$ cat src/design/xosera_pkg.sv
// register map, XR map and small-mode video timing shared by the whole design
// XR address words decode as a register number or as a memory region plus offset
package xosera_pkg;

    // host register numbers
    localparam logic [3:0] XM_XR_ADDR  = 4'd0;     // XR address for XR_DATA
    localparam logic [3:0] XM_XR_DATA  = 4'd1;     // XR register or palette data
    localparam logic [3:0] XM_RD_ADDR  = 4'd2;     // VRAM read address
    localparam logic [3:0] XM_WR_ADDR  = 4'd3;     // VRAM write address
    localparam logic [3:0] XM_DATA     = 4'd4;     // VRAM data port
    localparam logic [3:0] XM_SYS_CTRL = 4'd5;     // nibble mask, status, intr mask
    localparam logic [3:0] XM_INTR_CLR = 4'd6;     // write 1s to clear status

    // XR register numbers
    localparam logic [4:0] XR_VID_CTRL   = 5'd0;   // bit 1 signals soft interrupt
    localparam logic [4:0] XR_DISP_START = 5'd1;   // first word of frame
    localparam logic [4:0] XR_LINE_LEN   = 5'd2;   // words between lines
    localparam logic [4:0] XR_SCANLINE   = 5'd3;   // current line, read only

    localparam logic [1:0] XR_COLOR_REGION = 2'd0; // palette region in memory view

    // small mode, in pixels and lines
    localparam int H_VISIBLE = 16;
    localparam int H_FRONT   = 2;
    localparam int H_SYNC    = 4;
    localparam int H_TOTAL   = 24;
    localparam int V_VISIBLE = 8;
    localparam int V_FRONT   = 1;
    localparam int V_SYNC    = 2;
    localparam int V_TOTAL   = 12;

    // interrupt source bits
    localparam int INTR_VBLANK = 0;
    localparam int INTR_SOFT   = 1;

    // one XR address word, two views picked by bit 15
    typedef union packed {
        struct packed {
            logic       mem;        // 0 for register view
            logic [9:0] unused;
            logic [4:0] num;        // register number
        } regv;
        struct packed {
            logic        mem;       // 1 for memory view
            logic        spare;
            logic [1:0]  region;    // which XR memory
            logic [11:0] offset;    // word within region
        } memv;
    } xr_addr_t;

endpackage

$ cat src/design/xosera_reg_bus.sv
// host side register file, one 16-bit word per pair of byte accesses
// high byte first, low byte write commits; VRAM requests wait while video owns VRAM
// host must leave 4 cycles after DATA or RD_ADDR writes before the next DATA access
`timescale 1ns/1ps

module xosera_reg_bus(
    input  wire logic                 clk,
    input  wire logic                 reset_i,
    input  wire logic                 bus_cs_n_i,       // access strobe, active low
    input  wire logic                 bus_rd_nwr_i,     // 1 read, 0 write
    input  wire logic                 bus_bytesel_i,    // 0 high byte, 1 low byte
    input  wire logic [3:0]           bus_reg_num_i,
    input  wire logic [7:0]           bus_data_i,
    output logic      [7:0]           bus_data_o,
    output logic                      bus_intr_o,
    input  wire logic                 vgen_busy_i,      // video owns VRAM this cycle
    input  wire logic [15:0]          vram_data_i,
    input  wire logic [15:0]          xr_data_i,        // video register readback
    input  wire logic [3:0]           intr_signal_i,
    output logic                      vram_req_o,       // held until granted
    output logic                      vram_wr_o,
    output logic      [3:0]           vram_mask_o,
    output logic      [15:0]          vram_addr_o,
    output logic      [15:0]          vram_wdata_o,
    output logic                      xr_reg_wr_o,      // one cycle strobes
    output logic                      color_wr_o,
    output xosera_pkg::xr_addr_t      xr_addr_o,
    output logic      [15:0]          xr_wdata_o
);

logic  [7:0] hi_byte;               // latched even byte
logic [15:0] rd_addr;
logic [15:0] wr_addr;
logic [15:0] rd_buf;                // read-ahead word
logic  [3:0] intr_mask;
logic  [3:0] intr_status;
logic  [3:0] intr_clear;
logic        wr_pend;
logic        rd_pend;
logic        rd_load;               // vram data valid for rd_buf
logic        bus_wr;
logic        bus_rd;
logic        commit;
logic [15:0] wr_word;
logic [15:0] rd_word;

assign bus_wr  = !bus_cs_n_i && !bus_rd_nwr_i;
assign bus_rd  = !bus_cs_n_i && bus_rd_nwr_i;
assign commit  = bus_wr && bus_bytesel_i;      // odd byte completes the word
assign wr_word = {hi_byte, bus_data_i};
assign intr_clear = (commit && bus_reg_num_i == xosera_pkg::XM_INTR_CLR) ?
                    wr_word[3:0] : 4'h0;

// write has priority, only one is expected at a time
assign vram_req_o  = wr_pend || rd_pend;
assign vram_wr_o   = wr_pend;
assign vram_addr_o = wr_pend ? wr_addr : rd_addr;

always_comb begin
    case (bus_reg_num_i)
        xosera_pkg::XM_XR_ADDR:  rd_word = xr_addr_o;
        xosera_pkg::XM_XR_DATA:  rd_word = xr_data_i;
        xosera_pkg::XM_RD_ADDR:  rd_word = rd_addr;
        xosera_pkg::XM_WR_ADDR:  rd_word = wr_addr;
        xosera_pkg::XM_DATA:     rd_word = rd_buf;
        xosera_pkg::XM_SYS_CTRL: rd_word = {4'h0, vram_mask_o, intr_status, intr_mask};
        xosera_pkg::XM_INTR_CLR: rd_word = {12'h0, intr_status};
        default:                 rd_word = 16'h0;
    endcase
end

// data path
always_ff @(posedge clk) begin
    if (bus_wr && !bus_bytesel_i) begin
        hi_byte <= bus_data_i;
    end
    if (commit && bus_reg_num_i == xosera_pkg::XM_XR_DATA) begin
        xr_wdata_o <= wr_word;
    end
    if (commit && bus_reg_num_i == xosera_pkg::XM_DATA) begin
        vram_wdata_o <= wr_word;
    end
    if (rd_load) begin
        rd_buf <= vram_data_i;
    end
    if (bus_rd) begin
        bus_data_o <= bus_bytesel_i ? rd_word[7:0] : rd_word[15:8];
    end
end

always_ff @(posedge clk) begin
    if (reset_i) begin
        xr_addr_o   <= '0;
        rd_addr     <= 16'h0;
        wr_addr     <= 16'h0;
        vram_mask_o <= 4'h0;
        intr_mask   <= 4'h0;
        intr_status <= 4'h0;
        bus_intr_o  <= 1'b0;
        wr_pend     <= 1'b0;
        rd_pend     <= 1'b0;
        rd_load     <= 1'b0;
        xr_reg_wr_o <= 1'b0;
        color_wr_o  <= 1'b0;
    end else begin
        xr_reg_wr_o <= 1'b0;
        color_wr_o  <= 1'b0;
        rd_load     <= 1'b0;
        if (vram_req_o && !vgen_busy_i) begin      // granted
            if (wr_pend) begin
                wr_pend <= 1'b0;
                wr_addr <= wr_addr + 16'h1;         // auto-increment
            end else begin
                rd_pend <= 1'b0;
                rd_load <= 1'b1;
            end
        end
        if (commit) begin
            case (bus_reg_num_i)
                xosera_pkg::XM_XR_ADDR: xr_addr_o <= wr_word;
                xosera_pkg::XM_XR_DATA: begin
                    xr_reg_wr_o <= !xr_addr_o.regv.mem;
                    color_wr_o  <= xr_addr_o.memv.mem &&
                                   xr_addr_o.memv.region == xosera_pkg::XR_COLOR_REGION;
                end
                xosera_pkg::XM_RD_ADDR: begin
                    rd_addr <= wr_word;
                    rd_pend <= 1'b1;                // read ahead
                end
                xosera_pkg::XM_WR_ADDR: wr_addr <= wr_word;
                xosera_pkg::XM_DATA:    wr_pend <= 1'b1;
                xosera_pkg::XM_SYS_CTRL: begin
                    vram_mask_o <= wr_word[11:8];
                    intr_mask   <= wr_word[3:0];
                end
                default: ;
            endcase
        end
        // odd DATA read moves on and fetches the next word
        if (bus_rd && bus_bytesel_i && bus_reg_num_i == xosera_pkg::XM_DATA) begin
            rd_addr <= rd_addr + 16'h1;
            rd_pend <= 1'b1;
        end
        // pulse only for new, enabled sources
        bus_intr_o  <= |(intr_signal_i & intr_mask & ~intr_status);
        intr_status <= (intr_status | intr_signal_i) & ~intr_clear;
    end
end

endmodule

$ cat config.mk
export PLATFORM = sky130hd
export DESIGN_NAME = xosera_reg_bus
export DESIGN_NICKNAME = d
export VERILOG_FILES = /design/src/design/xosera_pkg.sv /design/src/design/xosera_reg_bus.sv
export SDC_FILE = /design/constraint.sdc
export NUM_CORES = 1
export LEC_CHECK = 0
export BUFFER_PORTS_ARGS = -buffer_cell sky130_fd_sc_hd__buf_2
export CAP_MARGIN = 20
export CORE_MARGIN = 2
export CORE_UTILIZATION = 48
export DETAILED_ROUTE_END_ITERATION = 8
export GPL_ROUTABILITY_DRIVEN = 0
export HOLD_SLACK_MARGIN = 0.06
export PLACE_DENSITY = 0.72
export SYNTH_ARGS = -nofsm -noshare
export SYNTH_HDL_FRONTEND = slang
export SYNTH_SLANG_ARGS = --single-unit
export TNS_END_PERCENT = 30
$ cat constraint.sdc
create_clock -name clk -period 3.14 [get_ports clk]
set_input_delay 0.314 -clock clk [delete_from_list [all_inputs] [get_ports clk]]
set_output_delay 0.314 -clock clk [all_outputs]
set_load 0.01 [all_outputs]
* Word level (Yosys, flattened, before mapping)
Cells that the tools add are included.
** Word-level totals
- Register bits after elaboration :: 130
- Bits in latches :: 0
- RAM bits :: 0
- ROM bits :: 0
- Bits of input ports :: 54
- Output and inout bits :: 81
- Word-level logic and storage cells :: 81
- Memories :: 0
** Cells by class
- Add/sub/neg operators :: 2
- Multiply operators :: 0
- Divide/modulo/power cells :: 0
- Magnitude comparators :: 0
- Eq/ne operators :: 6
- Shift-type cells :: 0
- Muxes and demuxes :: 20
- Bitwise operators :: 9
- Reductions and logical operators :: 27
** Operators with widths (count)
- $mux 16 :: 8
- $pmux 16 s7 :: 1
- $add 16x1->16 const B :: 2
- $and 4x4->4 :: 3
- $eq 4x3->1 const B :: 3
- $logic_and 1x1->1 :: 11
- $mux 1 :: 9
- $eq 4x2->1 const B :: 2
- $mux 8 :: 1
- $not 4->4 :: 2
- $reduce_and 2->1 :: 3
- $logic_not 1->1 :: 5
- $eq 4x1->1 const B :: 1
- $logic_not 4->1 :: 1
- $mux 4 :: 1
- $or 4x4->4 :: 1
- $reduce_bool 2->1 :: 2
- $reduce_or 4->1 :: 1
- $not 1->1 :: 3
- $reduce_or 3->1 :: 1
- $logic_not 2->1 :: 1
- $reduce_or 2->1 :: 1
- $logic_or 1x1->1 :: 1

* Logic depth before layout (Yosys ltp)
Gate-level depths: netlist (run 1).
- Depth after elaboration :: 7
- Mapped depth :: 7
- Depth with buffers taken out :: 5

* Worst setup path before layout (run 1)
OpenSTA, ideal clock, no wires.
- Path kind :: input to register
- Start :: in bus_reg_num_i[3]
- End :: reg vram_wdata_o[0] (enable)
- Library setup time :: 0.390 ns
- Arrival :: 1.902 ns
- Data required time :: 2.750 ns
- Path slack :: 0.848 ns
- Cell stages on the path :: 3
- Buffers on the path :: 1
- Cell sequence :: clkbuf_1 or4b_2 nor2_1
** Between the ends
- Word-level cells in the longest chain between the ends :: 2
** Ends and longest elaborated chain
- start: declaration :: line xosera_reg_bus.sv:12 : input wire logic [3:0] bus_reg_num_i,
- $eq 4x3->1 :: line xosera_reg_bus.sv:80 : if (commit && bus_reg_num_i == xosera_pkg::XM_DATA) begin
- $logic_and 1x1->1 :: line xosera_reg_bus.sv:80
- end signal: assignment :: line xosera_reg_bus.sv:81 : vram_wdata_o <= wr_word;
- end: declaration :: line xosera_reg_bus.sv:24 : output logic [15:0] vram_wdata_o,
No other way between the ends.
A chain may end at the register's enable or synchronous reset.

* Worst setup path after layout (run 1)
- Start :: reg wr_addr[2]
- End :: reg wr_addr[13]
** Between the ends
- Word-level cells in the longest chain between the ends :: 5
** Ends and longest elaborated chain
- start: declaration :: line xosera_reg_bus.sv:33 : logic [15:0] wr_addr;
- start signal: assignment :: line xosera_reg_bus.sv:112 : wr_addr <= wr_addr + 16'h1;
- start signal: assignment :: line xosera_reg_bus.sv:130 : xosera_pkg::XM_WR_ADDR: wr_addr <= wr_word;
- $add 16x1->16 * :: line xosera_reg_bus.sv:112
- $mux 16 * :: line xosera_reg_bus.sv:110 : if (wr_pend) begin
- $mux 16 * :: line xosera_reg_bus.sv:109 : if (vram_req_o && !vgen_busy_i) begin
- $mux 16 :: line xosera_reg_bus.sv:119 : case (bus_reg_num_i)
- $mux 16 * :: line xosera_reg_bus.sv:118 : if (commit) begin
Mark *: on every way between the ends. The rest lies on a longest branch, timed or not.

==> run summary, run 1 <==
Final nets: 776
dominant synthesized flop cell: dfxtp_1
CTS tree: done
CP Launch Point: wr_addr[2]$_SDFF_PP0_
worst hold path type: in2reg
Post-synth EDFFs: 64
ranking of synthesized cells by area: edfxtp_1 (32%), dfxtp_1 (22%), mux2i_1 (4.8%)
flops & latches, synth: 130
# diodes: 0
FILL cells: 1059
GRT Overall Usage: 0.2822
ys async rst share: 0
P_leak: 2.887 nW
Final Hold Viols: 0
hold slack: 0.06646 ns
final worst path period share: 0.6863
syn_nets: 638
Seq/Total Area, Yosys: 0.5358
post-DR vias/cell: 6.015
fraction of layout cells with a size suffix above 1: 0.2879
Synth top area share: 0.3175
largest net degree at the start of global routing: 43
Reg2Reg Capture Point: wr_addr[13]$_SDFF_PP0_
grt ovf: 0
CP endpoint kind: flop
fmax: 464.0 MHz
WL/cell: 20.82 um
Post-Synthesis Cells: 582
postcts setup bufs: 0
crit path launch type: flop
die area: 13530 um2
Max VDD drop: 0.3061 mV
overall power: 4.027 mW
R2R depth: 4
Std-Cell Rows: 41
WL final: 18.84 mm
Synth Warn #: 0
WP data required: 3.47 ns
post-synthesis cell area: 6053 um2
vias in the first global route: 5023
TritonCTS buffer count: 17
Final Cell Area: 7574 um2
post-CTS sizing: 0
Root Driver: clkbuf_16
CP max FO: 8
global-route wire length before repair: 27.97 mm
initial cell density of the core: 0.4856
Die W: 116.3 um
Final setup viols: 0
number of H-tree levels: 4
Slew Limit Fails: 0
hpwl dp: 13.18 mm
reg2reg setup slack: 0.99 ns
Max Cap Viol: 0
power density cells: 531.7 nW/um2
setup TNS: 0 ns
Worst-path clk slew: 0.06 ns
initial antenna violation count: 0
drt pass-1 iters: 5
CP endpoint: wr_addr[13]$_SDFF_PP0_
Arr. time, crit path: 2.48 ns
clk_skew: 0.009813 ns
Yosys top cell by area: edfxtp_1
worst-skew pair later-pin latency: 0.42 ns
DR iter-0 viols: 594
commonest non-fill, non-tap cell in the layout: buf_2
worst-margin pin slew: 0.8726 ns
Final ANT Viol Nets: 0
Area growth syn-to-layout: 25.11%
die height: 116.3 um
RSZ-0062 raised after global routing: false
status: completed
# IOs: 135
# port buffers: 134
Sink Count: 130
Tmin final: 2.155 ns
Cell variety after synth: 60
CP Class: reg2reg
Placed Instance Area: 6892 um2
Mapped Avg Cell Area: 10.40 um2
Slew HR: 0.4171
Max Buffers Root-to-Sink: 2
total number of vias: 5444
most frequent cells in the layout: buf_2 (134), dfxtp_1 (66), nand2_1 (65), edfxtp_1 (64), nor2_1 (43)
RR Startpoint: wr_addr[2]$_SDFF_PP0_
drc violations: 0
total core area: 12470 um2
-- cell usage after synthesis, drive strengths merged, types with 6 or more instances --
library cell,count
and3,6
nor3,10
nand3,20
o21ai,11
nand2,65
buf,14
nor2b,7
edfxtp,64
xnor2,9
o22ai,8
a21oi,36
a31oi,13
or3,11
nor2,43
nor4,6
inv,11
a211oi,16
mux2,20
a22oi,9
mux2i,29
or4,7
dfxtp,66
clkbuf,23
-- per-layer routing --
metal	track usage	routed length, um	up-vias
met3	0.07058	1901	57
li1	-	-	2474
met2	0.4264	8539	325
met4	0.1278	821	0
met1	0.3853	7576	2588
met5	0	0	-
-- power breakdown --
part           switching [mW]  leakage (nW)  total [mW]  internal (mW)
Clock                   0.764         0.294        1.99           1.22
Sequential             0.0263          1.12        1.83           1.80
Combinational           0.130          1.48       0.213         0.0830
-- state kept, by name (all words and copies together), names as in the netlist --
register,cells
bus_data_o,8
bus_intr_o,1
color_wr_o,1
hi_byte,8
intr_mask,4
intr_status,4
rd_addr,16
rd_buf,16
rd_load,1
rd_pend,1
vram_mask_o,4
vram_wdata_o,16
vram_wr_o,1
wr_addr,16
xr_addr_o,16
xr_reg_wr_o,1
xr_wdata_o,16
-- logic make-up after synthesis --
family          count (synthesis)  synth area share
xor+xnor                       10           0.01447
mux                            50           0.08888
fa+ha+maj                       2          0.004133
compound gates                132            0.1461
simple gates                  210            0.1786
flops                         130            0.5358
buf+inv                        48           0.03204
-- repair_timing --
action / 4_1_cts / 5_1_grt
hold endpoints to repair: 6 / 2
endpoints found under the setup margin: 0 / 0
hold buffers: 6 / 2
-- worst max-delay path, stage by stage (launching register included) --
cell,delay (ns)
dfxtp_1,0.48
nand3b_1,0.20
or4_1,0.70
or4_1,0.44
a311oi_1,0.25
-- through the flow --
| stage | worst slack, ns | cells | util |
|---|---|---|---|
| after CTS | 1.001 | 903 | 0.6059 |
| final | 0.9850 | 905 | 0.6075 |
| after detailed placement | 0.8333 | 865 | 0.5528 |
| after global routing | 0.8605 | 905 | 0.6075 |
| after global placement | 0.9447 | 865 | 0.5528 |
| after floorplan | 0.8484 | 582 | - |
-- layout make-up --
class	instances	area (um2)	share of cell area
well taps	172	215.2	0.02842
inverters	11	41.29	0.005452
clock buffers	18	450.4	0.05947
multi-input cells	404	2616	0.3454
clock inverters	14	151.4	0.01999
flip-flops and latches	130	3243	0.4282
repair buffers	156	855.8	0.1130
-- worst min path at each step --
stage | startpoint | endpoint | slack [ns] | cells after the start
2_1_floorplan | vgen_busy_i | rd_load$_SDFF_PP0_ | 0.39 | 1
3_3_place_gp | rd_pend$_SDFF_PP0_ | rd_pend$_SDFF_PP0_ | 0.47 | 2
5_1_grt | vram_data_i[12] | rd_buf[12]$_DFFE_PP_ | 0.06 | 1
4_1_cts | vram_data_i[4] | rd_buf[4]$_DFFE_PP_ | 0.06 | 1
3_5_place_dp | xr_addr_o[8]$_SDFFE_PP0P_ | xr_addr_o[8]$_SDFFE_PP0P_ | 0.47 | 2
6_report | vram_data_i[4] | rd_buf[4]$_DFFE_PP_ | 0.07 | 1
No activity file was read; power rests on OpenSTA's default activity.
==> run 2, diff against run 1 <==
==> constraint.sdc (replaced) <==
create_clock -name clk -period 2.2 [get_ports clk]
set_input_delay 0.22 -clock clk [delete_from_list [all_inputs] [get_ports clk]]
set_output_delay 0.22 -clock clk [all_outputs]
set_load 0.01 [all_outputs]
==> run summary, run 2 (synthesis results as in run 1) <==
status: completed (unchanged)
Final setup viols: 0 (unchanged)
hpwl dp: 13.58 mm (was 13.18 mm)
WP data required: 2.51 ns (was 3.47 ns)
Switching Share: 0.2346 (was 0.2286)
crit path launch type: flop (unchanged)
RSZ-0062 raised after global routing: false (unchanged)
fraction of layout cells with a size suffix above 1: 0.3031 (was 0.2879)
vias in the first global route: 5129 (was 5023)
P_leak: 2.992 nW (was 2.887 nW)
total number of vias: 5574 (was 5444)
Worst-path clk slew: 0.06 ns (about the same)
worst-skew pair later-pin latency: 0.42 ns (about the same)
Switch Pwr: 1.288 mW (was 0.9207 mW)
Slew HR: 0.4604 (was 0.4171)
die height: 116.3 um (unchanged)
drt pass-1 iters: 6 (was 5)
pre-CTS setup slack: 0.09807 ns (was 0.8333 ns)
CP max FO: 8 (unchanged)
total core area: 12470 um2 (unchanged)
grt ovf: 0 (unchanged)
most frequent cells in the layout: buf_2 (134), dfxtp_1 (66), nand2_1 (65), edfxtp_1 (64), nor2_1 (43) (unchanged)
initial antenna violation count: 0 (unchanged)
WL final: 19.07 mm (was 18.84 mm)
fmax: 487.1 MHz (was 464.0 MHz)
Std-Cell Rows: 41 (unchanged)
GRT Overall Usage: 0.2852 (was 0.2822)
setup TNS: 0 ns (unchanged)
Placed Instance Area: 7062 um2 (was 6892 um2)
Sink Count: 130 (unchanged)
DR iter-0 viols: 631 (was 594)
Max Buffers Root-to-Sink: 2 (unchanged)
Slew Limit Fails: 0 (unchanged)
worst-margin pin slew: 0.8094 ns (was 0.8726 ns)
initial cell density of the core: 0.4856 (unchanged)
commonest non-fill, non-tap cell in the layout: buf_2 (unchanged)
CP endpoint kind: flop (unchanged)
Die W: 116.3 um (unchanged)
power density cells: 707.3 nW/um2 (was 531.7 nW/um2)
worst hold path type: in2reg (unchanged)
TritonCTS buffer count: 17 (unchanged)
postcts setup bufs: 0 (unchanged)
post-DR vias/cell: 5.968 (was 6.015)
# diodes: 0 (unchanged)
WL/cell: 20.41 um (was 20.82 um)
largest net degree at the start of global routing: 42 (was 43)
Tmin final: 2.053 ns (was 2.155 ns)
global-route wire length before repair: 28.22 mm (was 27.97 mm)
drc violations: 0 (unchanged)
Int Pwr: 4.204 mW (was 3.106 mW)
Final ANT Viol Nets: 0 (unchanged)
Max Cap Viol: 0 (unchanged)
# port buffers: 134 (unchanged)
Final Cell Area: 7765 um2 (was 7574 um2)
final worst path period share: 0.9331 (was 0.6863)
Final nets: 805 (was 776)
# IOs: 135 (unchanged)
CTS tree: done (unchanged)
FILL cells: 1030 (was 1059)
die area: 13530 um2 (unchanged)
Area growth syn-to-layout: 28.28% (was 25.11%)
number of H-tree levels: 4 (unchanged)
CP Class: reg2reg (unchanged)
Max VDD drop: 0.3625 mV (was 0.3061 mV)
Root Driver: clkbuf_16 (unchanged)
Gate power share: 0.060 (was 0.053)
Seq pwr share: 0.474 (was 0.453)
setup ws final: 0.1471 ns (was 0.9850 ns)
clock power share: 0.466 (was 0.494)
Final Hold Viols: 0 (unchanged)
clk_skew: 0.009027 ns (was 0.009813 ns)
Final Util: 0.6229 (was 0.6075)
Arr. time, crit path: 2.37 ns (was 2.48 ns)
[run 2: changes by cell type in the layout (fill, tap and decap cells not counted), sizes merged]
cell,before,now
buf,148,169
bufinv,2,0
clkbuf,18,20
clkinvlp,2,3
dlygate4sd3,8,16
inv,15,14
[run 2: worst paths after layout]
kind                            cells past startpoint                         end  slack (ns)                  startpoint
worst max-delay path                                4      wr_addr[13]$_SDFF_PP0_        0.15       wr_addr[2]$_SDFF_PP0_
worst min-delay path                                3   intr_status[3]$_SDFF_PP0_        0.09            intr_signal_i[3]
worst max register to register                      4      wr_addr[13]$_SDFF_PP0_        0.15       wr_addr[2]$_SDFF_PP0_
worst min register to register                      2  xr_addr_o[14]$_SDFFE_PP0P_        0.47  xr_addr_o[14]$_SDFFE_PP0P_
[run 2: per-stage QoR]
stage	hold WS (ns)	std cells	power, mW
final	0.08518	934	5.492
after global routing	0.09247	934	5.632
after floorplan	0.2993	582	2.789
after detailed placement	0.3984	886	2.952
after global placement	0.3981	886	2.944
after CTS	0.07126	934	5.502
[run 2: layout make-up]
cell class              instances  area [um2]  area share
well taps                     172       215.2     0.02772
inverters                      11       41.29    0.005317
clock buffers                  20       456.7     0.05881
flip-flops and latches        130        3243      0.4177
multi-input cells             404        2620      0.3374
clock inverters                12       82.58     0.01063
repair buffers                185        1106      0.1424
[run 2: layer usage]
layer,GRT usage,wire length [um]
met5,0,0
met4,0.1286,743
met3,0.08044,1858
met2,0.4349,8710
met1,0.3798,7754
[run 2: repair_timing]
item | CTS | global route
hold buffers | 16 | 0
resized for setup | 0 | 1
setup endpoints to repair | 0 | 2
endpoints found under the hold margin | 16 | 0
[run 2: power by group through the flow]
stage	sequential, mW	clock, mW	combinational, mW
6_report	2.60	2.56	0.330
5_1_grt	2.61	2.67	0.353
4_1_cts	2.60	2.58	0.322
3_5_place_dp	2.65	0	0.298
3_3_place_gp	2.65	0	0.291
2_1_floorplan	2.64	0	0.147
[run 2: worst max-delay path, stage by stage, from the launching register on]
cell,delay [ns]
dfxtp_1,0.48
nand3b_1,0.14
or4_4,0.60
or4_1,0.43
a311oi_1,0.30
==> run 3, diff against run 2 <==
--- a/config.mk
+++ b/config.mk
@@ -7,6 +7,7 @@
 export LEC_CHECK = 0
 export BUFFER_PORTS_ARGS = -buffer_cell sky130_fd_sc_hd__buf_2
 export CAP_MARGIN = 20
+export CORE_ASPECT_RATIO = 0.75
 export CORE_MARGIN = 2
 export CORE_UTILIZATION = 48
 export DETAILED_ROUTE_END_ITERATION = 8
==> constraint.sdc (replaced) <==
create_clock -name clk -period 2.2 [get_ports clk]
set_input_delay 0.44 -clock clk [delete_from_list [all_inputs] [get_ports clk]]
set_output_delay 0.44 -clock clk [all_outputs]
set_load 0.01 [all_outputs]
==> run summary, run 3 (synthesis results as in run 1) <==
Slew HR: 0.5121 (was 0.4604)
number of H-tree levels: 4 (unchanged)
Arr. time, crit path: 2.39 ns (was 2.37 ns)
drt pass-1 iters: 8 (was 6)
most frequent cells in the layout: buf_2 (134), dfxtp_1 (66), nand2_1 (65), edfxtp_1 (64), nor2_1 (42) (was buf_2 (134), dfxtp_1 (66), nand2_1 (65), edfxtp_1 (64), nor2_1 (43))
clock power share: 0.508 (was 0.466)
pre-CTS setup slack: 0.008574 ns (was 0.09807 ns)
Tmin final: 2.099 ns (was 2.053 ns)
Seq pwr share: 0.437 (was 0.474)
P_leak: 3.016 nW (was 2.992 nW)
total number of vias: 5686 (was 5574)
WP data required: 2.49 ns (was 2.51 ns)
Final ANT Viol Nets: 0 (unchanged)
CTS tree: done (unchanged)
worst path cell trace: nand3_1 > or4_4 > or4_1 > a311oi_1 (was nand3b_1 > or4_4 > or4_1 > a311oi_1)
slowest CP cell: or4_4 (unchanged)
Max Buffers Root-to-Sink: 2 (unchanged)
initial cell density of the core: 0.4919 (was 0.4856)
Area growth syn-to-layout: 28.48% (was 28.28%)
die area: 13530 um2 (about the same)
grt ovf: 0 (unchanged)
Sink Count: 130 (unchanged)
global-route wire length before repair: 30.45 mm (was 28.22 mm)
Worst path top cell family by delay: simple AND/OR/NAND/NOR gates (unchanged)
initial antenna violation count: 0 (unchanged)
Final Cell Area: 7777 um2 (was 7765 um2)
Worst-path clk slew: 0.06 ns (about the same)
Switch Pwr: 1.342 mW (was 1.288 mW)
power density cells: 766.4 nW/um2 (was 707.3 nW/um2)
commonest non-fill, non-tap cell in the layout: buf_2 (unchanged)
WL/cell: 21.96 um (was 20.41 um)
CP bufs+invs: 0 (unchanged)
Gate power share: 0.054 (was 0.060)
fin cells: 920 (was 934)
hold slack: 0.1997 ns (was 0.08518 ns)
TritonCTS buffer count: 17 (unchanged)
GRT Overall Usage: 0.3026 (was 0.2852)
Max VDD drop: 0.5604 mV (was 0.3625 mV)
# IOs: 135 (unchanged)
setup TNS: 0 ns (unchanged)
CP max FO: 8 (unchanged)
worst-skew pair later-pin latency: 0.41 ns (was 0.42 ns)
placed insts: 888 (was 886)
Max Cap Viol: 0 (unchanged)
CP Class: reg2reg (unchanged)
DR iter-0 viols: 835 (was 631)
final worst path period share: 0.9540 (was 0.9331)
Root Driver: clkbuf_16 (unchanged)
Slew Limit Fails: 0 (unchanged)
hpwl dp: 14.32 mm (was 13.58 mm)
Final setup viols: 0 (unchanged)
# diodes: 0 (unchanged)
Placed Instance Area: 7142 um2 (was 7062 um2)
largest net degree at the start of global routing: 44 (was 42)
drc violations: 0 (unchanged)
worst-margin pin slew: 0.7308 ns (was 0.8094 ns)
worst hold path type: in2reg (unchanged)
clk_skew: 0.009376 ns (was 0.009027 ns)
post-DR vias/cell: 6.180 (was 5.968)
total core area: 12310 um2 (was 12470 um2)
Die W: 133.7 um (was 116.3 um)
hold_buf cts: 0 (was 16)
vias in the first global route: 5324 (was 5129)
fraction of layout cells with a size suffix above 1: 0.3183 (was 0.3031)
crit path launch type: flop (unchanged)
Std-Cell Rows: 35 (was 41)
RSZ-0062 raised after global routing: false (unchanged)
fmax: 476.5 MHz (was 487.1 MHz)
WL final: 20.21 mm (was 19.07 mm)
Final nets: 797 (was 805)
die height: 101.3 um (was 116.3 um)
Final Hold Viols: 0 (unchanged)
CP endpoint kind: flop (unchanged)
status: completed (unchanged)
# port buffers: 134 (unchanged)
Switching Share: 0.2251 (was 0.2346)
CP peak stage delay: 0.56 ns (was 0.60 ns)
setup ws final: 0.1013 ns (was 0.1471 ns)
Int Pwr: 4.619 mW (was 4.204 mW)
run 3: cell types whose count changed in the layout (fill, tap and decap cells not counted), sizes merged:
cell / change
dlygate4sd3: -16
bufinv: +4
buf: +8
clkinvlp: -1
clkinv: -4
clkbuf: -1
inv: +2
run 3: layout make-up:
class                           count  area, um2
Inverter                           11      41.29
Clock buffer                       19      432.9
Timing Repair Buffer              177       1031
Fill cell                        1025       4528
Clock inverter                     13      198.9
Tap cell                          166      207.7
Multi-Input combinational cell    404       2623
Sequential cell                   130       3243
run 3: timing repair:
item                                    CTS  global route
buffers inserted                          0             0
resized for setup                         0             1
endpoints found under the setup margin    0             1
run 3: per-layer routing:
layer  part of all wire  routed length, um  vias to the layer above  global-route usage
met2               0.43               8677                      371              0.4548
met3               0.13               2624                       62              0.1061
li1                   -                  -                     2519                   -
met4              0.035                716                        0              0.1137
met1               0.41               8187                     2734              0.4071
met5                  0                  0                        -                   0
run 3: stage by stage:
step / power, mW / util
after floorplan: 2.790 / -
after global placement: 2.960 / 0.5804
after detailed placement: 2.967 / 0.5804
after CTS: 5.959 / 0.6317
after global routing: 6.106 / 0.6320
final: 5.960 / 0.6320
run 3: path summary, 6_finish.rpt:
path                               end  cells after the start                       from  slack (ns)
max reg2reg     wr_addr[15]$_SDFF_PP0_                      4      wr_addr[7]$_SDFF_PP0_        0.10
min               rd_buf[13]$_DFFE_PP_                      1            vram_data_i[13]        0.20
max             wr_addr[15]$_SDFF_PP0_                      4      wr_addr[7]$_SDFF_PP0_        0.10
min reg2reg  xr_addr_o[3]$_SDFFE_PP0P_                      2  xr_addr_o[3]$_SDFFE_PP0P_        0.48
run 3: power by group through the flow:
stage | Sequential (mW) | Clock [mW] | Combinational [mW]
global placement | 2.65 | 0 | 0.306
global route | 2.61 | 3.15 | 0.345
floorplan | 2.64 | 0 | 0.147
detailed placement | 2.65 | 0 | 0.312
CTS | 2.60 | 3.04 | 0.315
finish | 2.61 | 3.03 | 0.325
