--- src/design/xosera_pkg.sv ---
// register map, XR map and small-mode video timing shared by the whole design
// XR address words decode as a register number or as a memory region plus offset
package xosera_pkg;

    // host register numbers
    localparam logic [3:0] XM_XR_ADDR  = 4'd0;     // XR address for XR_DATA
    localparam logic [3:0] XM_XR_DATA  = 4'd1;     // XR register or palette data
    localparam logic [3:0] XM_RD_ADDR  = 4'd2;     // VRAM read address
    localparam logic [3:0] XM_WR_ADDR  = 4'd3;     // VRAM write address
    localparam logic [3:0] XM_DATA     = 4'd4;     // VRAM data port
    localparam logic [3:0] XM_SYS_CTRL = 4'd5;     // nibble mask, status, intr mask
    localparam logic [3:0] XM_INTR_CLR = 4'd6;     // write 1s to clear status

    // XR register numbers
    localparam logic [4:0] XR_VID_CTRL   = 5'd0;   // bit 1 signals soft interrupt
    localparam logic [4:0] XR_DISP_START = 5'd1;   // first word of frame
    localparam logic [4:0] XR_LINE_LEN   = 5'd2;   // words between lines
    localparam logic [4:0] XR_SCANLINE   = 5'd3;   // current line, read only

    localparam logic [1:0] XR_COLOR_REGION = 2'd0; // palette region in memory view

    // small mode, in pixels and lines
    localparam int H_VISIBLE = 16;
    localparam int H_FRONT   = 2;
    localparam int H_SYNC    = 4;
    localparam int H_TOTAL   = 24;
    localparam int V_VISIBLE = 8;
    localparam int V_FRONT   = 1;
    localparam int V_SYNC    = 2;
    localparam int V_TOTAL   = 12;

    // interrupt source bits
    localparam int INTR_VBLANK = 0;
    localparam int INTR_SOFT   = 1;

    // one XR address word, two views picked by bit 15
    typedef union packed {
        struct packed {
            logic       mem;        // 0 for register view
            logic [9:0] unused;
            logic [4:0] num;        // register number
        } regv;
        struct packed {
            logic        mem;       // 1 for memory view
            logic        spare;
            logic [1:0]  region;    // which XR memory
            logic [11:0] offset;    // word within region
        } memv;
    } xr_addr_t;

endpackage

--- src/design/xosera_video_gen.sv ---
// small-mode timing, one VRAM word fetched per two pixels on even visible pixels
// pixel 2k is the high byte of word k; syncs and enable leave 2 cycles behind the counters
// line stride is LINE_LEN words starting at DISP_START, latched at frame end
`timescale 1ns/1ps

module xosera_video_gen(
    input  wire logic                 clk,
    input  wire logic                 reset_i,
    input  wire logic                 xr_reg_wr_i,
    input  xosera_pkg::xr_addr_t      xr_addr_i,
    input  wire logic [15:0]          xr_wdata_i,
    input  wire logic [15:0]          vram_data_i,
    output logic      [15:0]          xr_data_o,
    output logic      [3:0]           intr_signal_o,
    output logic                      vram_sel_o,
    output logic      [15:0]          vram_addr_o,
    output logic      [7:0]           color_index_o,
    output logic                      hsync_o,
    output logic                      vsync_o,
    output logic                      dv_de_o
);

logic  [4:0] h_count;
logic  [3:0] v_count;
logic [15:0] disp_start;
logic [15:0] line_len;
logic [15:0] line_base;             // first word of current line
logic        h_vis;
logic        v_vis;
logic        h_end;
logic        hs_n;
logic        vs_n;
logic  [1:0] hs_d;
logic  [1:0] vs_d;
logic  [1:0] de_d;
logic        sel_d;                 // vram data is ours
logic        odd_d;                 // odd pixel phase
logic  [7:0] lo_byte;               // held for the odd pixel

assign h_vis = h_count < 5'(xosera_pkg::H_VISIBLE);
assign v_vis = v_count < 4'(xosera_pkg::V_VISIBLE);
assign h_end = h_count == 5'(xosera_pkg::H_TOTAL - 1);
assign hs_n  = !(h_count >= 5'(xosera_pkg::H_VISIBLE + xosera_pkg::H_FRONT) &&
                 h_count < 5'(xosera_pkg::H_VISIBLE + xosera_pkg::H_FRONT + xosera_pkg::H_SYNC));
assign vs_n  = !(v_count >= 4'(xosera_pkg::V_VISIBLE + xosera_pkg::V_FRONT) &&
                 v_count < 4'(xosera_pkg::V_VISIBLE + xosera_pkg::V_FRONT + xosera_pkg::V_SYNC));

assign vram_sel_o    = h_vis && v_vis && !h_count[0];
assign vram_addr_o   = line_base + 16'(h_count[4:1]);
assign color_index_o = odd_d ? lo_byte : vram_data_i[15:8];
assign hsync_o       = hs_d[1];
assign vsync_o       = vs_d[1];
assign dv_de_o       = de_d[1];

always_comb begin
    xr_data_o = 16'h0;
    if (!xr_addr_i.regv.mem) begin
        case (xr_addr_i.regv.num)
            xosera_pkg::XR_DISP_START: xr_data_o = disp_start;
            xosera_pkg::XR_LINE_LEN:   xr_data_o = line_len;
            xosera_pkg::XR_SCANLINE:   xr_data_o = {12'h0, v_count};
            default:                   xr_data_o = 16'h0;  // VID_CTRL write only
        endcase
    end
end

always_ff @(posedge clk) begin
    if (reset_i) begin
        h_count       <= 5'h0;
        v_count       <= 4'h0;
        line_base     <= 16'h0;
        disp_start    <= 16'h0;
        line_len      <= 16'(xosera_pkg::H_VISIBLE / 2);
        hs_d          <= 2'b11;
        vs_d          <= 2'b11;
        de_d          <= 2'b00;
        intr_signal_o <= 4'h0;
    end else begin
        h_count <= h_end ? 5'h0 : h_count + 5'h1;
        if (h_end) begin
            if (v_count == 4'(xosera_pkg::V_TOTAL - 1)) begin
                v_count   <= 4'h0;
                line_base <= disp_start;            // new frame
            end else begin
                v_count   <= v_count + 4'h1;
                line_base <= line_base + line_len;
            end
        end
        hs_d <= {hs_d[0], hs_n};
        vs_d <= {vs_d[0], vs_n};
        de_d <= {de_d[0], h_vis && v_vis};
        intr_signal_o <= 4'h0;
        // line V_VISIBLE starts next cycle
        intr_signal_o[xosera_pkg::INTR_VBLANK] <=
            h_end && v_count == 4'(xosera_pkg::V_VISIBLE - 1);
        if (xr_reg_wr_i) begin
            case (xr_addr_i.regv.num)
                xosera_pkg::XR_VID_CTRL:   intr_signal_o[xosera_pkg::INTR_SOFT] <= xr_wdata_i[1];
                xosera_pkg::XR_DISP_START: disp_start <= xr_wdata_i;
                xosera_pkg::XR_LINE_LEN:   line_len   <= xr_wdata_i;
                default: ;
            endcase
        end
    end
end

// pixel select pipeline
always_ff @(posedge clk) begin
    sel_d <= vram_sel_o;
    odd_d <= h_count[0];
    if (sel_d) begin
        lo_byte <= vram_data_i[7:0];    // host may reuse vram next cycle
    end
end

endmodule

--- config.mk ---
export PLATFORM = sky130hd
export DESIGN_NAME = xosera_video_gen
export DESIGN_NICKNAME = d
export VERILOG_FILES = /design/src/design/xosera_pkg.sv /design/src/design/xosera_video_gen.sv
export SDC_FILE = /design/constraint.sdc
export NUM_CORES = 1
export LEC_CHECK = 0
export BUFFER_PORTS_ARGS = -buffer_cell sky130_fd_sc_hd__buf_2
export CORE_MARGIN = 2
export CORE_UTILIZATION = 50
export CTS_CLUSTER_DIAMETER = 50
export DETAILED_ROUTE_END_ITERATION = 8
export PLACE_DENSITY = 0.74
export SETUP_SLACK_MARGIN = 0.4
export SLEW_MARGIN = 15
export SYNTH_ARGS = -nofsm -noshare
export SYNTH_HDL_FRONTEND = slang
export SYNTH_SLANG_ARGS = --single-unit
--- constraint.sdc ---
create_clock -name clk -period 2.7 [get_ports clk]
set_clock_uncertainty 0.05 [all_clocks]
set_input_delay 0.54 -clock clk [delete_from_list [all_inputs] [get_ports clk]]
set_output_delay 0.54 -clock clk [all_outputs]
set_load 0.01 [all_outputs]
Word-level counts from Yosys, hierarchy flattened
Index checks and enable logic that the tools add are counted.
Storage, ports and cells
  register bits after elaboration: 77
  bits of input ports: 51
  output and inout port bits: 48
  logic and storage cells: 50
Cells by class
  $add $sub $neg: 4
  order comparisons: 6
  eq/ne operators: 6
  muxes and demuxes: 5
  bitwise operators: 2
  reductions and logical operators: 13
Operators with widths (count)
  $pmux 16 s3: 1
  $mux 16: 2
  $add 16x16->16: 1
  $add 16x4->16: 1
  $eq 5x2->1 const B: 2
  $lt 5x5->1 const B: 2
  $lt 4x4->1 const B: 2
  $mux 8: 1
  $add 5x1->5 const B: 1
  $eq 5x1->1 const B: 1
  $eq 5x5->1 const B: 1
  $ge 5x5->1 const B: 1
  $logic_and 1x1->1: 5
  $logic_not 5->1: 1
  $add 4x1->4 const B: 1
  $eq 4x3->1 const B: 1
  $eq 4x4->1 const B: 1
  $ge 4x4->1 const B: 1
  $mux 4: 1
  $reduce_and 2->1: 2
  $logic_not 1->1: 3
  $reduce_or 3->1: 1
  $not 1->1: 2
  $reduce_or 2->1: 1

Longest topological paths before layout
Gate-level depths: netlist (run 1).
  depth in word-level cells: 3
  depth in mapped cells: 9
  depth with buffers taken out: 9

Least setup slack after synthesis (run 1)
OpenSTA, ideal clock, no wires.
  kind: register to output
  start: reg h_count[2]
  end: out vram_addr_o[12]
  arrival time: 1.867 ns
  required time: 2.110 ns
  setup slack: 0.243 ns
  stages on the path, launching flop included: 10
  path buffers: 1
  cell sequence: dfxtp_1 -> clkbuf_2 -> inv_1 -> fa_1 -> nor2b_1 -> o21ai_0 -> nand2b_1 -> nor2b_1 -> nand3_1 -> xnor2_1
Between the ends
  longest elaborated chain between the ends: 1
Ends and longest elaborated chain
  start, declared: line xosera_video_gen.sv:23  | logic [4:0] h_count;
  start signal, assigned: line xosera_video_gen.sv:79  | h_count <= h_end ? 5'h0 : h_count + 5'h1;
  $add 16x4->16: line xosera_video_gen.sv:49  | assign vram_addr_o = line_base + 16'(h_count[4:1]);
  end, declared: line xosera_video_gen.sv:16  | output logic [15:0] vram_addr_o,
No other way between the ends.

Worst setup path in the final report (run 1)
  start: reg h_count[1]
  end: out vram_addr_o[14]
Same word-level chain as after synthesis.

==> metrics.txt, run 1 <==
# TYPE chip_impl_metric gauge
chip_impl_info{name="status",value="finished, violations left"} 1
chip_impl_info{name="violated_checks",value="negative setup slack"} 1
chip_impl_metric{name="clkTransAtPathRegs",unit="ns"} 0.08
chip_impl_metric{name="post_synth_top_area_share",unit=""} 0.3190
chip_impl_metric{name="detailed_place.area",unit="sq um"} 4785
chip_impl_metric{name="drt_pass1_iterations",unit=""} 4
chip_impl_metric{name="synth.yosys.warnings",unit=""} 0
chip_impl_metric{name="cts_num_sinks",unit=""} 75
chip_impl_metric{name="synth-edff-count",unit=""} 8
chip_impl_metric{name="vias",unit=""} 3903
chip_impl_metric{name="antenna_cells_inserted",unit=""} 0
chip_impl_info{name="cp-end-kind",value="output port"} 1
chip_impl_metric{name="clkLatencyLatePin",unit="ns"} 0.34
chip_impl_metric{name="post-route-cell-area",unit="sq um"} 5537
chip_impl_info{name="synth_top_cells_by_area",value="sky130_fd_sc_hd__dfxtp_1, sky130_fd_sc_hd__nand2_1, sky130_fd_sc_hd__ha_1, sky130_fd_sc_hd__a21oi_1, sky130_fd_sc_hd__edfxtp_1"} 1
chip_impl_metric{name="synth.ff_latch_count",unit=""} 75
chip_impl_metric{name="route.detailed.vias_per_inst",unit=""} 5.521
chip_impl_metric{name="detailed_place_hpwl",unit="um"} 7883
chip_impl_metric{name="critical_path_arrival",unit="ns"} 2.13
chip_impl_metric{name="setup_viol",unit=""} 2
chip_impl_metric{name="syn-cell-area",unit="sq um"} 4204
chip_impl_info{name="cts.root.buffer_cell",value="sky130_fd_sc_hd__clkbuf_8"} 1
chip_impl_metric{name="timing.final.ws_setup",unit="ns"} -0.02342
chip_impl_metric{name="drt_wl_total",unit="um"} 11150
chip_impl_metric{name="dieHeight",unit="um"} 95.70
chip_impl_metric{name="synth.avg_cell_area",unit="sq um"} 8.391
chip_impl_info{name="hp-class",value="in2reg"} 1
chip_impl_info{name="criticalPathCategory",value="reg2out"} 1
chip_impl_info{name="start_point_of_the_critical_path",value="h_count[1]"} 1
chip_impl_metric{name="drt-initial-drc-count",unit=""} 264
chip_impl_metric{name="max_freq",unit="GHz"} 0.3672
chip_impl_metric{name="yosys.cell_types.count",unit=""} 63
chip_impl_metric{name="gpl.final_weighted_congestion",unit=""} 0.9123
chip_impl_info{name="crit_path_start_kind",value="flip-flop"} 1
chip_impl_info{name="reg2reg_from",value="line_base[0]"} 1
chip_impl_metric{name="final_net_count",unit=""} 673
chip_impl_metric{name="wire_length_of_the_first_global_routing_pass",unit="um"} 17840
chip_impl_metric{name="timing.max_slew.rel_slack",unit=""} 0.5525
chip_impl_metric{name="dieArea",unit="sq um"} 9158
chip_impl_info{name="tritoncts_clock_tree",value="built"} 1
chip_impl_metric{name="ctsHtreeMaxLevel",unit=""} 3
chip_impl_metric{name="cts-buffers-inserted",unit=""} 9
chip_impl_metric{name="hold_violations",unit=""} 0
chip_impl_metric{name="pin_count",unit=""} 99
chip_impl_metric{name="number_of_global_route_vias_before_repair",unit=""} 3755
chip_impl_metric{name="synth-seq-area-share",unit=""} 0.3762
chip_impl_metric{name="cell_pwr_density",unit="nW/um^2"} 413.8
chip_impl_metric{name="grt_start_max_net_pins",unit=""} 43
chip_impl_info{name="grt_setup_unrepaired",value="true"} 1
chip_impl_metric{name="floorplan.die.width",unit="um"} 95.70
chip_impl_metric{name="p_total",unit="uW"} 2291
chip_impl_metric{name="initial_antenna_violation_count",unit=""} 0
chip_impl_metric{name="final_max_slew_viol_count",unit=""} 0
chip_impl_metric{name="maximum_vdd_drop",unit="uV"} 261.3
chip_impl_metric{name="finish.cell_count_without_fillers",unit=""} 707
chip_impl_metric{name="grt_remaining_overflow",unit=""} 0
chip_impl_metric{name="initial_core_util",unit=""} 0.5142
chip_impl_info{name="synth.most_common_cell",value="sky130_fd_sc_hd__nand2_1"} 1
chip_impl_metric{name="fin_util",unit=""} 0.6772
chip_impl_metric{name="floorplan.rows",unit=""} 33
chip_impl_metric{name="groute.usage.overall",unit=""} 0.2511
chip_impl_metric{name="route.detailed.wl_per_inst",unit="um"} 15.77
chip_impl_metric{name="tns",unit="ns"} -0.04320
chip_impl_metric{name="drive_gt1_frac",unit=""} 0.3538
chip_impl_metric{name="finalCritPeriodShare",unit=""} 1.009
chip_impl_metric{name="finalCriticalPeriod",unit="ns"} 2.723
chip_impl_metric{name="drc_errors",unit=""} 0
chip_impl_metric{name="postSynthCellCount",unit=""} 501
chip_impl_metric{name="placeableCoreArea",unit="sq um"} 8175
chip_impl_metric{name="transition_time_at_the_pin_with_the_least_slew_margin",unit="ns"} 0.6712
chip_impl_metric{name="area.growth.synth_to_final",unit="%"} 31.70
chip_impl_metric{name="cts_buffer_depth",unit=""} 2
chip_impl_metric{name="crit_path_max_fanout",unit=""} 3
chip_impl_metric{name="placement.io_buffers",unit=""} 86
chip_impl_metric{name="postRouteAntennaNets",unit=""} 0
chip_impl_metric{name="placed_instance_count",unit=""} 675
chip_impl_info{name="worstHoldStart",value="vram_data_i[3]"} 1
chip_impl_metric{name="synthArstFlopShare",unit=""} 0
chip_impl_metric{name="power_leakage",unit="uW"} 0.002316
chip_impl_info{name="list_of_most_frequent_post_synthesis_cells",value="sky130_fd_sc_hd__nand2_1, sky130_fd_sc_hd__dfxtp_1, sky130_fd_sc_hd__a21oi_1, sky130_fd_sc_hd__nor2_1, sky130_fd_sc_hd__ha_1"} 1
chip_impl_info{name="synth_top_area_cell",value="sky130_fd_sc_hd__dfxtp_1"} 1
chip_impl_info{name="synth-main-ff-cell",value="sky130_fd_sc_hd__dfxtp_1"} 1
chip_impl_metric{name="maxCapViolCount",unit=""} 0
chip_impl_metric{name="cp_data_required_time",unit="ns"} 2.11
==> kinds of logic after synthesis <==
| group | after synthesis | synth area share |
|---|---|---|
| other | 1 | 0.0008920 |
| AO/OA/AOI/OAI | 121 | 0.1941 |
| adder cells (fa/ha/maj) | 25 | 0.07798 |
| XOR/XNOR | 29 | 0.06042 |
| flip-flops | 75 | 0.3762 |
| AND/OR/NAND/NOR | 197 | 0.2134 |
| multiplexers | 13 | 0.03452 |
| buffers and inverters | 40 | 0.04256 |
==> power by group <==
group | total [uW] | switching [uW] | internal, uW
Sequential | 1160 | 17.2 | 1140
Combinational | 151 | 79.1 | 72.3
Clock | 978 | 407 | 571
Total | 2290 | 503 | 1790
==> critical path: stages, from the launching register on <==
cell and delay (ns):
sky130_fd_sc_hd__dfxtp_2 0.36, sky130_fd_sc_hd__ha_4 0.14, sky130_fd_sc_hd__inv_2 0.03, sky130_fd_sc_hd__fa_2 0.35, sky130_fd_sc_hd__nor2b_1 0.12, sky130_fd_sc_hd__o21ai_1 0.07, sky130_fd_sc_hd__nand2b_1 0.12, sky130_fd_sc_hd__nor2b_4 0.20
sky130_fd_sc_hd__nand3_2 0.11, sky130_fd_sc_hd__xnor2_2 0.14, sky130_fd_sc_hd__buf_2 0.14
==> per-stage QoR <==
step | setup slack, ns | hold WS (ns)
global placement | 0.2234 | 0.3433
CTS | -0.05869 | 0.3117
finish | -0.02342 | 0.3290
floorplan | 0.3823 | 0.3303
global route | -0.1597 | 0.3059
detailed placement | 0.2080 | 0.3432
==> layout make-up <==
cell class,count,area (sq um)
Clock inverter,4,71.32
Multi-Input combinational cell,387,2796
Fill cell,669,2639
Sequential cell,75,1594
Tap cell,105,131.4
Timing Repair Buffer,114,750.7
Clock buffer,12,155.1
Inverter,10,37.54
==> cell usage in the layout (no fill, tap or decap), types with 14 or more instances in the layout <==
cell type                  n
sky130_fd_sc_hd__dfxtp_1  61
sky130_fd_sc_hd__ha_1     17
sky130_fd_sc_hd__buf_4    22
sky130_fd_sc_hd__buf_2    76
sky130_fd_sc_hd__nand2_1  99
sky130_fd_sc_hd__buf_6    14
sky130_fd_sc_hd__xnor2_1  14
sky130_fd_sc_hd__nor2_1   21
sky130_fd_sc_hd__a21oi_1  51
==> state kept, by name, indices dropped and copies added, names as in the netlist <==
signal         cells
de_d               2
line_len          16
odd_d              1
intr_signal_o      2
line_base         16
sel_d              1
hs_d               2
h_count            5
v_count            4
vs_d               2
lo_byte            8
disp_start        16
==> layer usage <==
layer  track usage  share of wire  up-vias
met5             0              0        -
met4       0.08810          0.018        0
met3       0.04385          0.063       18
met2        0.4237           0.47      123
met1        0.3237           0.45     1802
li1              -              -     1960
==> final timing paths <==
| path | slack [ns] | cells after the start | end |
|---|---|---|---|
| setup / recovery | -0.02 | 10 | vram_addr_o[14] |
| hold / removal | 0.33 | 1 | lo_byte[3] |
| setup reg to reg | 0.36 | 10 | line_base[6] |
| hold reg to reg | 0.36 | 1 | vs_d[1] |
==> what timing repair did <==
item | 4_1_cts | 5_1_grt
hold buffers | 0 | 0
endpoints found under the hold margin | 0 | 0
cloned | 2 | 0
gates resized for setup | 68 | 10
endpoints found under the setup margin | 34 | 38
pin swaps | 32 | 19
buffers inserted | 13 | 1
(Power assumes the default switching activity.)
==> inputs of run 2 (changes only) <==
==> constraint.sdc (replaced) <==
create_clock -name clk -period 3.5 [get_ports clk]
set_clock_uncertainty 0.05 [all_clocks]
set_input_delay 0.7 -clock clk [delete_from_list [all_inputs] [get_ports clk]]
set_output_delay 0.7 -clock clk [all_outputs]
set_load 0.01 [all_outputs]
==> run 2 against run 1 <==
  * The flow now finishes without violations
  * Design area fell by 10%
  * Sequential share of layout area is 3.2 points higher
  * Largest cell class unchanged
  * Highest routed layer unchanged
  * Combinational power decreased by 30%
==> metrics.txt, run 2 (same netlist as run 1, synthesis figures left out) <==
# TYPE chip_impl_metric gauge
chip_impl_info{name="reg2reg_to",value="line_base[12]"} 1
chip_impl_info{name="most-common-layout-cells",value="sky130_fd_sc_hd__nand2_1, sky130_fd_sc_hd__buf_2, sky130_fd_sc_hd__dfxtp_1"} 1
chip_impl_metric{name="crit_path_max_fanout",unit=""} 16
chip_impl_info{name="status",value="complete, no violations"} 1
chip_impl_info{name="hp-class",value="reg2reg"} 1
chip_impl_metric{name="grt_remaining_overflow",unit=""} 0
chip_impl_info{name="cts.root.buffer_cell",value="sky130_fd_sc_hd__clkbuf_8"} 1
chip_impl_metric{name="placement.io_buffers",unit=""} 86
chip_impl_metric{name="comb_power_share",unit=""} 0.061
chip_impl_metric{name="cp_data_required_time",unit="ns"} 2.75
chip_impl_info{name="crit_path_start_kind",value="input port"} 1
chip_impl_info{name="reg2reg_from",value="line_base[0]"} 1
chip_impl_metric{name="route.detailed.vias_per_inst",unit=""} 5.541
chip_impl_metric{name="cts_num_sinks",unit=""} 75
chip_impl_metric{name="maxCapViolCount",unit=""} 0
chip_impl_info{name="worstHoldStart",value="hs_d[0]"} 1
chip_impl_metric{name="holdPathStages",unit=""} 1
chip_impl_metric{name="postRouteAntennaNets",unit=""} 0
chip_impl_info{name="grt_setup_unrepaired",value="false"} 1
chip_impl_metric{name="critical_path_arrival",unit="ns"} 2.24
chip_impl_metric{name="drt-initial-drc-count",unit=""} 269
chip_impl_metric{name="pin_count",unit=""} 99
chip_impl_metric{name="finalCritPeriodShare",unit=""} 0.8549
chip_impl_metric{name="area.growth.synth_to_final",unit="%"} 18.21
chip_impl_info{name="crit_slowest_cell",value="sky130_fd_sc_hd__or3_1"} 1
chip_impl_metric{name="transition_time_at_the_pin_with_the_least_slew_margin",unit="ns"} 0.6784
chip_impl_metric{name="gpl.final_weighted_congestion",unit=""} 0.9532
chip_impl_metric{name="hold_violations",unit=""} 0
chip_impl_metric{name="wire_length_of_the_first_global_routing_pass",unit="um"} 16400
chip_impl_info{name="top_regs",value="disp_start (16), line_base (16), line_len (16)"} 1
chip_impl_metric{name="drt_pass1_iterations",unit=""} 6
chip_impl_metric{name="timing.max_slew.rel_slack",unit=""} 0.5477
chip_impl_info{name="path_common_cell",value="sky130_fd_sc_hd__buf_2"} 1
chip_impl_metric{name="cts_buffer_depth",unit=""} 2
chip_impl_metric{name="fillers",unit=""} 742
chip_impl_metric{name="dieHeight",unit="um"} 95.70
chip_impl_metric{name="number_of_global_route_vias_before_repair",unit=""} 3514
chip_impl_metric{name="number_of_buffers_inserted_by_hold_repair_at_cts",unit=""} 0
chip_impl_metric{name="power.share.sequential",unit=""} 0.513
chip_impl_metric{name="setup_viol",unit=""} 0
chip_impl_metric{name="initial_antenna_violation_count",unit=""} 0
chip_impl_metric{name="crit_path_max_incr_delay",unit="ns"} 0.63
chip_impl_metric{name="antenna_cells_inserted",unit=""} 0
chip_impl_metric{name="cell_pwr_density",unit="nW/um^2"} 352.4
chip_impl_metric{name="clkLatencyLatePin",unit="ns"} 0.36
chip_impl_info{name="cp-end-kind",value="output port"} 1
chip_impl_metric{name="final_max_slew_viol_count",unit=""} 0
chip_impl_info{name="layout.cells.most_common",value="sky130_fd_sc_hd__nand2_1"} 1
chip_impl_metric{name="dieArea",unit="sq um"} 9158
chip_impl_metric{name="detailed_place_hpwl",unit="um"} 7506
chip_impl_metric{name="clkTransAtPathRegs",unit="ns"} 0.09
chip_impl_metric{name="maximum_vdd_drop",unit="uV"} 251.3
chip_impl_metric{name="rrSetupSlack",unit="ns"} 0.88
chip_impl_metric{name="placeableCoreArea",unit="sq um"} 8175
chip_impl_metric{name="ff2ff_path_depth",unit=""} 9
chip_impl_metric{name="floorplan.rows",unit=""} 33
chip_impl_metric{name="p_total",unit="uW"} 1751
chip_impl_metric{name="intPower",unit="uW"} 1340
chip_impl_metric{name="drive_gt1_frac",unit=""} 0.2568
chip_impl_metric{name="grt_start_max_net_pins",unit=""} 35
chip_impl_metric{name="drt_wl_total",unit="um"} 10330
chip_impl_metric{name="max_freq",unit="GHz"} 0.3342
chip_impl_info{name="criticalPathCategory",value="in2out"} 1
chip_impl_metric{name="p_sw_frac",unit=""} 0.2346
chip_impl_metric{name="drc_errors",unit=""} 0
chip_impl_metric{name="finalCriticalPeriod",unit="ns"} 2.992
chip_impl_metric{name="clock_power_share",unit=""} 0.427
chip_impl_metric{name="ctsHtreeMaxLevel",unit=""} 3
chip_impl_metric{name="total_switching_power",unit="uW"} 410.8
chip_impl_metric{name="tns",unit="ns"} 0
chip_impl_info{name="crit_chain",value="buf_2 -> or3_4 -> or3_1 -> nor2_1 -> buf_2"} 1
chip_impl_metric{name="route.detailed.wl_per_inst",unit="um"} 14.99
chip_impl_metric{name="cts-buffers-inserted",unit=""} 9
chip_impl_metric{name="floorplan.die.width",unit="um"} 95.70
chip_impl_metric{name="vias",unit=""} 3818
chip_impl_metric{name="hold_slack",unit="ns"} 0.3636
chip_impl_metric{name="final_net_count",unit=""} 655
chip_impl_metric{name="power_leakage",unit="uW"} 0.002102
chip_impl_metric{name="initial_core_util",unit=""} 0.5142
chip_impl_info{name="tritoncts_clock_tree",value="built"} 1
chip_impl_metric{name="groute.usage.overall",unit=""} 0.2300
chip_impl_info{name="hold_path_end",value="hs_d[1]"} 1
## run 2: critical path, delay by kind of cell
kind	cells	cell delay, ns
simple gates	3	1.28
buf+inv	2	0.26
## run 2: what timing repair did
item                                    CTS  global route
resized for setup                         4            11
buffers inserted                          1             5
endpoints found under the setup margin    4            10
hold endpoints to repair                  0             0
cloned                                    0             0
pin swaps                                 0             2
## run 2: per-layer routing
layer,share of wire,vias up,wire [um],global-route usage
met5,0,-,0,0
met4,0.0088,0,91,0.08095
met3,0.075,9,773,0.04777
met2,0.47,133,4809,0.3864
met1,0.45,1758,4652,0.2932
li1,-,1918,-,-
## run 2: power groups by stage
stage,logic (uW),registers [uW],clock network [uW]
5_1_grt,118,900,792
3_5_place_dp,99.0,918,0
4_1_cts,99.7,898,761
6_report,106,898,747
3_3_place_gp,96.5,916,0
2_1_floorplan,58.8,911,0
## run 2: worst max-delay path by stage
stage	start	endpoint	slack, ns	cells after the start
2_1_floorplan	xr_addr_i[3]	xr_data_o[10]	0.80	5
3_3_place_gp	xr_addr_i[3]	xr_data_o[4]	0.59	6
3_5_place_dp	xr_addr_i[3]	xr_data_o[6]	0.50	6
4_1_cts	line_base[1]	vram_addr_o[15]	0.44	8
5_1_grt	h_count[1]	vram_addr_o[14]	0.40	10
6_report	xr_addr_i[3]	xr_data_o[6]	0.51	5
## run 2: final cells by class
class                           instances  area (sq um)  area share
Clock buffer                            9         123.9     0.02492
Clock inverter                          7         96.34     0.01939
Inverter                               10         37.54    0.007553
Multi-Input combinational cell        387          2486      0.5003
Sequential cell                        75          1589      0.3197
Tap cell                              105         131.4     0.02644
Timing Repair Buffer                   96         505.5      0.1017
## run 2: through the flow
step	setup slack [ns]	cell area, sq um	instances	util
finish	0.5078	4970	689	0.6079
global route	0.3991	4970	689	0.6079
CTS	0.4408	4896	684	0.5989
detailed placement	0.5029	4658	667	0.5698
global placement	0.5927	4658	667	0.5698
floorplan	0.7997	4208	502	-
==> inputs of run 3 (changes only) <==
--- a/config.mk
+++ b/config.mk
@@ -10,7 +10,7 @@
 export CORE_UTILIZATION = 50
 export CTS_CLUSTER_DIAMETER = 50
 export DETAILED_ROUTE_END_ITERATION = 8
-export PLACE_DENSITY = 0.74
+export PLACE_DENSITY = 0.8
 export SETUP_SLACK_MARGIN = 0.4
 export SLEW_MARGIN = 15
 export SYNTH_ARGS = -nofsm -noshare
==> run 3 against run 2 <==
  * Critical path type unchanged
  * Non-clock buffer count fell by 5
  * Flip-flop and latch count did not move
  * Count of clock-buffer cells in the layout rose by 2
  * Die area did not move
  * Highest routed layer unchanged
  * First-iteration DRC count rose by 23%
  * Fmax rose by 0.81%
==> metrics.txt, run 3 (same netlist as run 1, synthesis figures left out) <==
# TYPE chip_impl_metric gauge
chip_impl_info{name="crit_slowest_cell",value="sky130_fd_sc_hd__or3_1"} 1
chip_impl_metric{name="drt_wl_total",unit="um"} 10230
chip_impl_info{name="criticalPathCategory",value="in2out"} 1
chip_impl_metric{name="crit_path_max_fanout",unit=""} 16
chip_impl_metric{name="grt_remaining_overflow",unit=""} 0
chip_impl_metric{name="drc_errors",unit=""} 0
chip_impl_metric{name="cts_num_sinks",unit=""} 75
chip_impl_metric{name="vias",unit=""} 3809
chip_impl_metric{name="finalCritPeriodShare",unit=""} 0.8481
chip_impl_metric{name="finish.cell_count_without_fillers",unit=""} 684
chip_impl_metric{name="placeableCoreArea",unit="sq um"} 8175
chip_impl_metric{name="maximum_vdd_drop",unit="uV"} 156.5
chip_impl_metric{name="hold_violations",unit=""} 0
chip_impl_metric{name="fin_util",unit=""} 0.5970
chip_impl_metric{name="drt-initial-drc-count",unit=""} 331
chip_impl_metric{name="tns",unit="ns"} 0
chip_impl_metric{name="timing.max_slew.rel_slack",unit=""} 0.5436
chip_impl_metric{name="final-seq-area",unit="sq um"} 1588
chip_impl_metric{name="clkTransAtPathRegs",unit="ns"} 0.07
chip_impl_info{name="hp-class",value="reg2reg"} 1
chip_impl_metric{name="critical_path_arrival",unit="ns"} 2.22
chip_impl_metric{name="placement.io_buffers",unit=""} 86
chip_impl_info{name="tritoncts_clock_tree",value="built"} 1
chip_impl_metric{name="grt_start_max_net_pins",unit=""} 59
chip_impl_info{name="cts.root.buffer_cell",value="sky130_fd_sc_hd__clkbuf_8"} 1
chip_impl_metric{name="crit_path_max_incr_delay",unit="ns"} 0.63
chip_impl_metric{name="drive_gt1_frac",unit=""} 0.2435
chip_impl_metric{name="maxCapViolCount",unit=""} 0
chip_impl_metric{name="p_total",unit="uW"} 1652
chip_impl_info{name="layout.cells.most_common",value="sky130_fd_sc_hd__nand2_1"} 1
chip_impl_info{name="most-common-layout-cells",value="sky130_fd_sc_hd__nand2_1, sky130_fd_sc_hd__buf_2, sky130_fd_sc_hd__dfxtp_1"} 1
chip_impl_metric{name="fillers",unit=""} 745
chip_impl_info{name="crit_path_start_kind",value="input port"} 1
chip_impl_metric{name="cell_pwr_density",unit="nW/um^2"} 338.5
chip_impl_metric{name="dieHeight",unit="um"} 95.70
chip_impl_metric{name="placed_instance_count",unit=""} 667
chip_impl_metric{name="area.growth.synth_to_final",unit="%"} 16.10
chip_impl_metric{name="antenna_cells_inserted",unit=""} 0
chip_impl_metric{name="detailed_place_hpwl",unit="um"} 7552
chip_impl_metric{name="wire_length_of_the_first_global_routing_pass",unit="um"} 16540
chip_impl_metric{name="route.detailed.vias_per_inst",unit=""} 5.569
chip_impl_metric{name="groute.usage.overall",unit=""} 0.2311
chip_impl_info{name="cp-end-kind",value="output port"} 1
chip_impl_metric{name="cp_data_required_time",unit="ns"} 2.75
chip_impl_info{name="top_regs",value="disp_start (16), line_base (16), line_len (16)"} 1
chip_impl_metric{name="cts_buffer_depth",unit=""} 2
chip_impl_metric{name="max_freq",unit="GHz"} 0.3369
chip_impl_metric{name="floorplan.die.width",unit="um"} 95.70
chip_impl_info{name="path_common_cell",value="sky130_fd_sc_hd__buf_2"} 1
chip_impl_info{name="status",value="complete, no violations"} 1
chip_impl_metric{name="final_max_slew_viol_count",unit=""} 0
chip_impl_metric{name="setup_viol",unit=""} 0
chip_impl_metric{name="gpl.final_weighted_congestion",unit=""} 0.9179
chip_impl_metric{name="floorplan.rows",unit=""} 33
chip_impl_metric{name="initial_antenna_violation_count",unit=""} 0
chip_impl_metric{name="ctsHtreeMaxLevel",unit=""} 3
chip_impl_info{name="crit_chain",value="buf_2 -> or3_4 -> or3_1 -> nor2_1 -> buf_2"} 1
chip_impl_metric{name="initial_core_util",unit=""} 0.5142
chip_impl_metric{name="power_leakage",unit="uW"} 0.002067
chip_impl_metric{name="finalCriticalPeriod",unit="ns"} 2.968
chip_impl_metric{name="multi_input_comb_area",unit="sq um"} 2464
chip_impl_info{name="grt_setup_unrepaired",value="true"} 1
chip_impl_metric{name="final_net_count",unit=""} 650
chip_impl_metric{name="number_of_global_route_vias_before_repair",unit=""} 3640
chip_impl_metric{name="dieArea",unit="sq um"} 9158
chip_impl_metric{name="clkLatencyLatePin",unit="ns"} 0.34
chip_impl_metric{name="pin_count",unit=""} 99
chip_impl_metric{name="route.detailed.wl_per_inst",unit="um"} 14.95
chip_impl_metric{name="cts-buffers-inserted",unit=""} 9
chip_impl_metric{name="drt_pass1_iterations",unit=""} 5
chip_impl_metric{name="postRouteAntennaNets",unit=""} 0
chip_impl_metric{name="transition_time_at_the_pin_with_the_least_slew_margin",unit="ns"} 0.6847
-- run 3: cell count changes in the layout (fill, tap and decap cells not counted), sizes merged --
cell,change
inv,-2
bufinv,-1
buf,-5
clkinvlp,-1
clkinv,+2
clkbuf,+2
-- run 3: path summary, 6_finish.rpt --
check          startpoint       endpoint  slack (ns)  depth (start not counted)
min reg2reg       vs_d[0]        vs_d[1]        0.37                          1
min               vs_d[0]        vs_d[1]        0.37                          1
max          xr_addr_i[3]   xr_data_o[6]        0.53                          5
max reg2reg   line_len[0]  line_base[12]        0.96                          8
-- run 3: per-stage QoR --
stage / cell area (sq um) / worst slack [ns] / hold slack (ns)
floorplan: 4208 / 0.7997 / 0.3303
global placement: 4658 / 0.6133 / 0.3424
detailed placement: 4658 / 0.5487 / 0.3514
CTS: 4868 / 0.4439 / 0.3696
global route: 4881 / 0.3687 / 0.3904
finish: 4881 / 0.5317 / 0.3653
-- run 3: routing by layer --
layer,global-route usage,part of all wire,up-vias
met1,0.2873,0.44,1775
met3,0.05247,0.064,12
met2,0.3875,0.48,117
met4,0.09286,0.015,0
met5,0,0,-
li1,-,-,1905
-- run 3: worst max-delay path, delay by kind of cell --
family,cells,cell delay [ns]
buffers and inverters,2,0.24
AND/OR/NAND/NOR,3,1.27
-- run 3: area by class of cell --
class	instances	area share
repair buffers	91	0.09587
well taps	105	0.02692
clock inverters	5	0.01051
flip-flops and latches	75	0.3253
inverters	10	0.007690
multi-input cells	387	0.5047
clock buffers	11	0.02897
-- run 3: report_power, final --
| group | leakage [uW] | total (uW) | internal (uW) | switching (uW) |
|---|---|---|---|---|
| combinational | 0.00134 | 99.8 | 46.3 | 53.5 |
| clock | 0.000103 | 654 | 346 | 309 |
| sequential | 0.000624 | 898 | 884 | 13.9 |
| total | 0.00207 | 1650 | 1280 | 376 |
-- run 3: repair_timing --
| item | CTS | global route |
|---|---|---|
| hold buffers | 0 | 0 |
| endpoints found under the setup margin | 3 | 9 |
| buffers inserted | 1 | 0 |
| gates cloned | 0 | 0 |
| pin swaps | 0 | 0 |
| gates resized for setup | 4 | 5 |
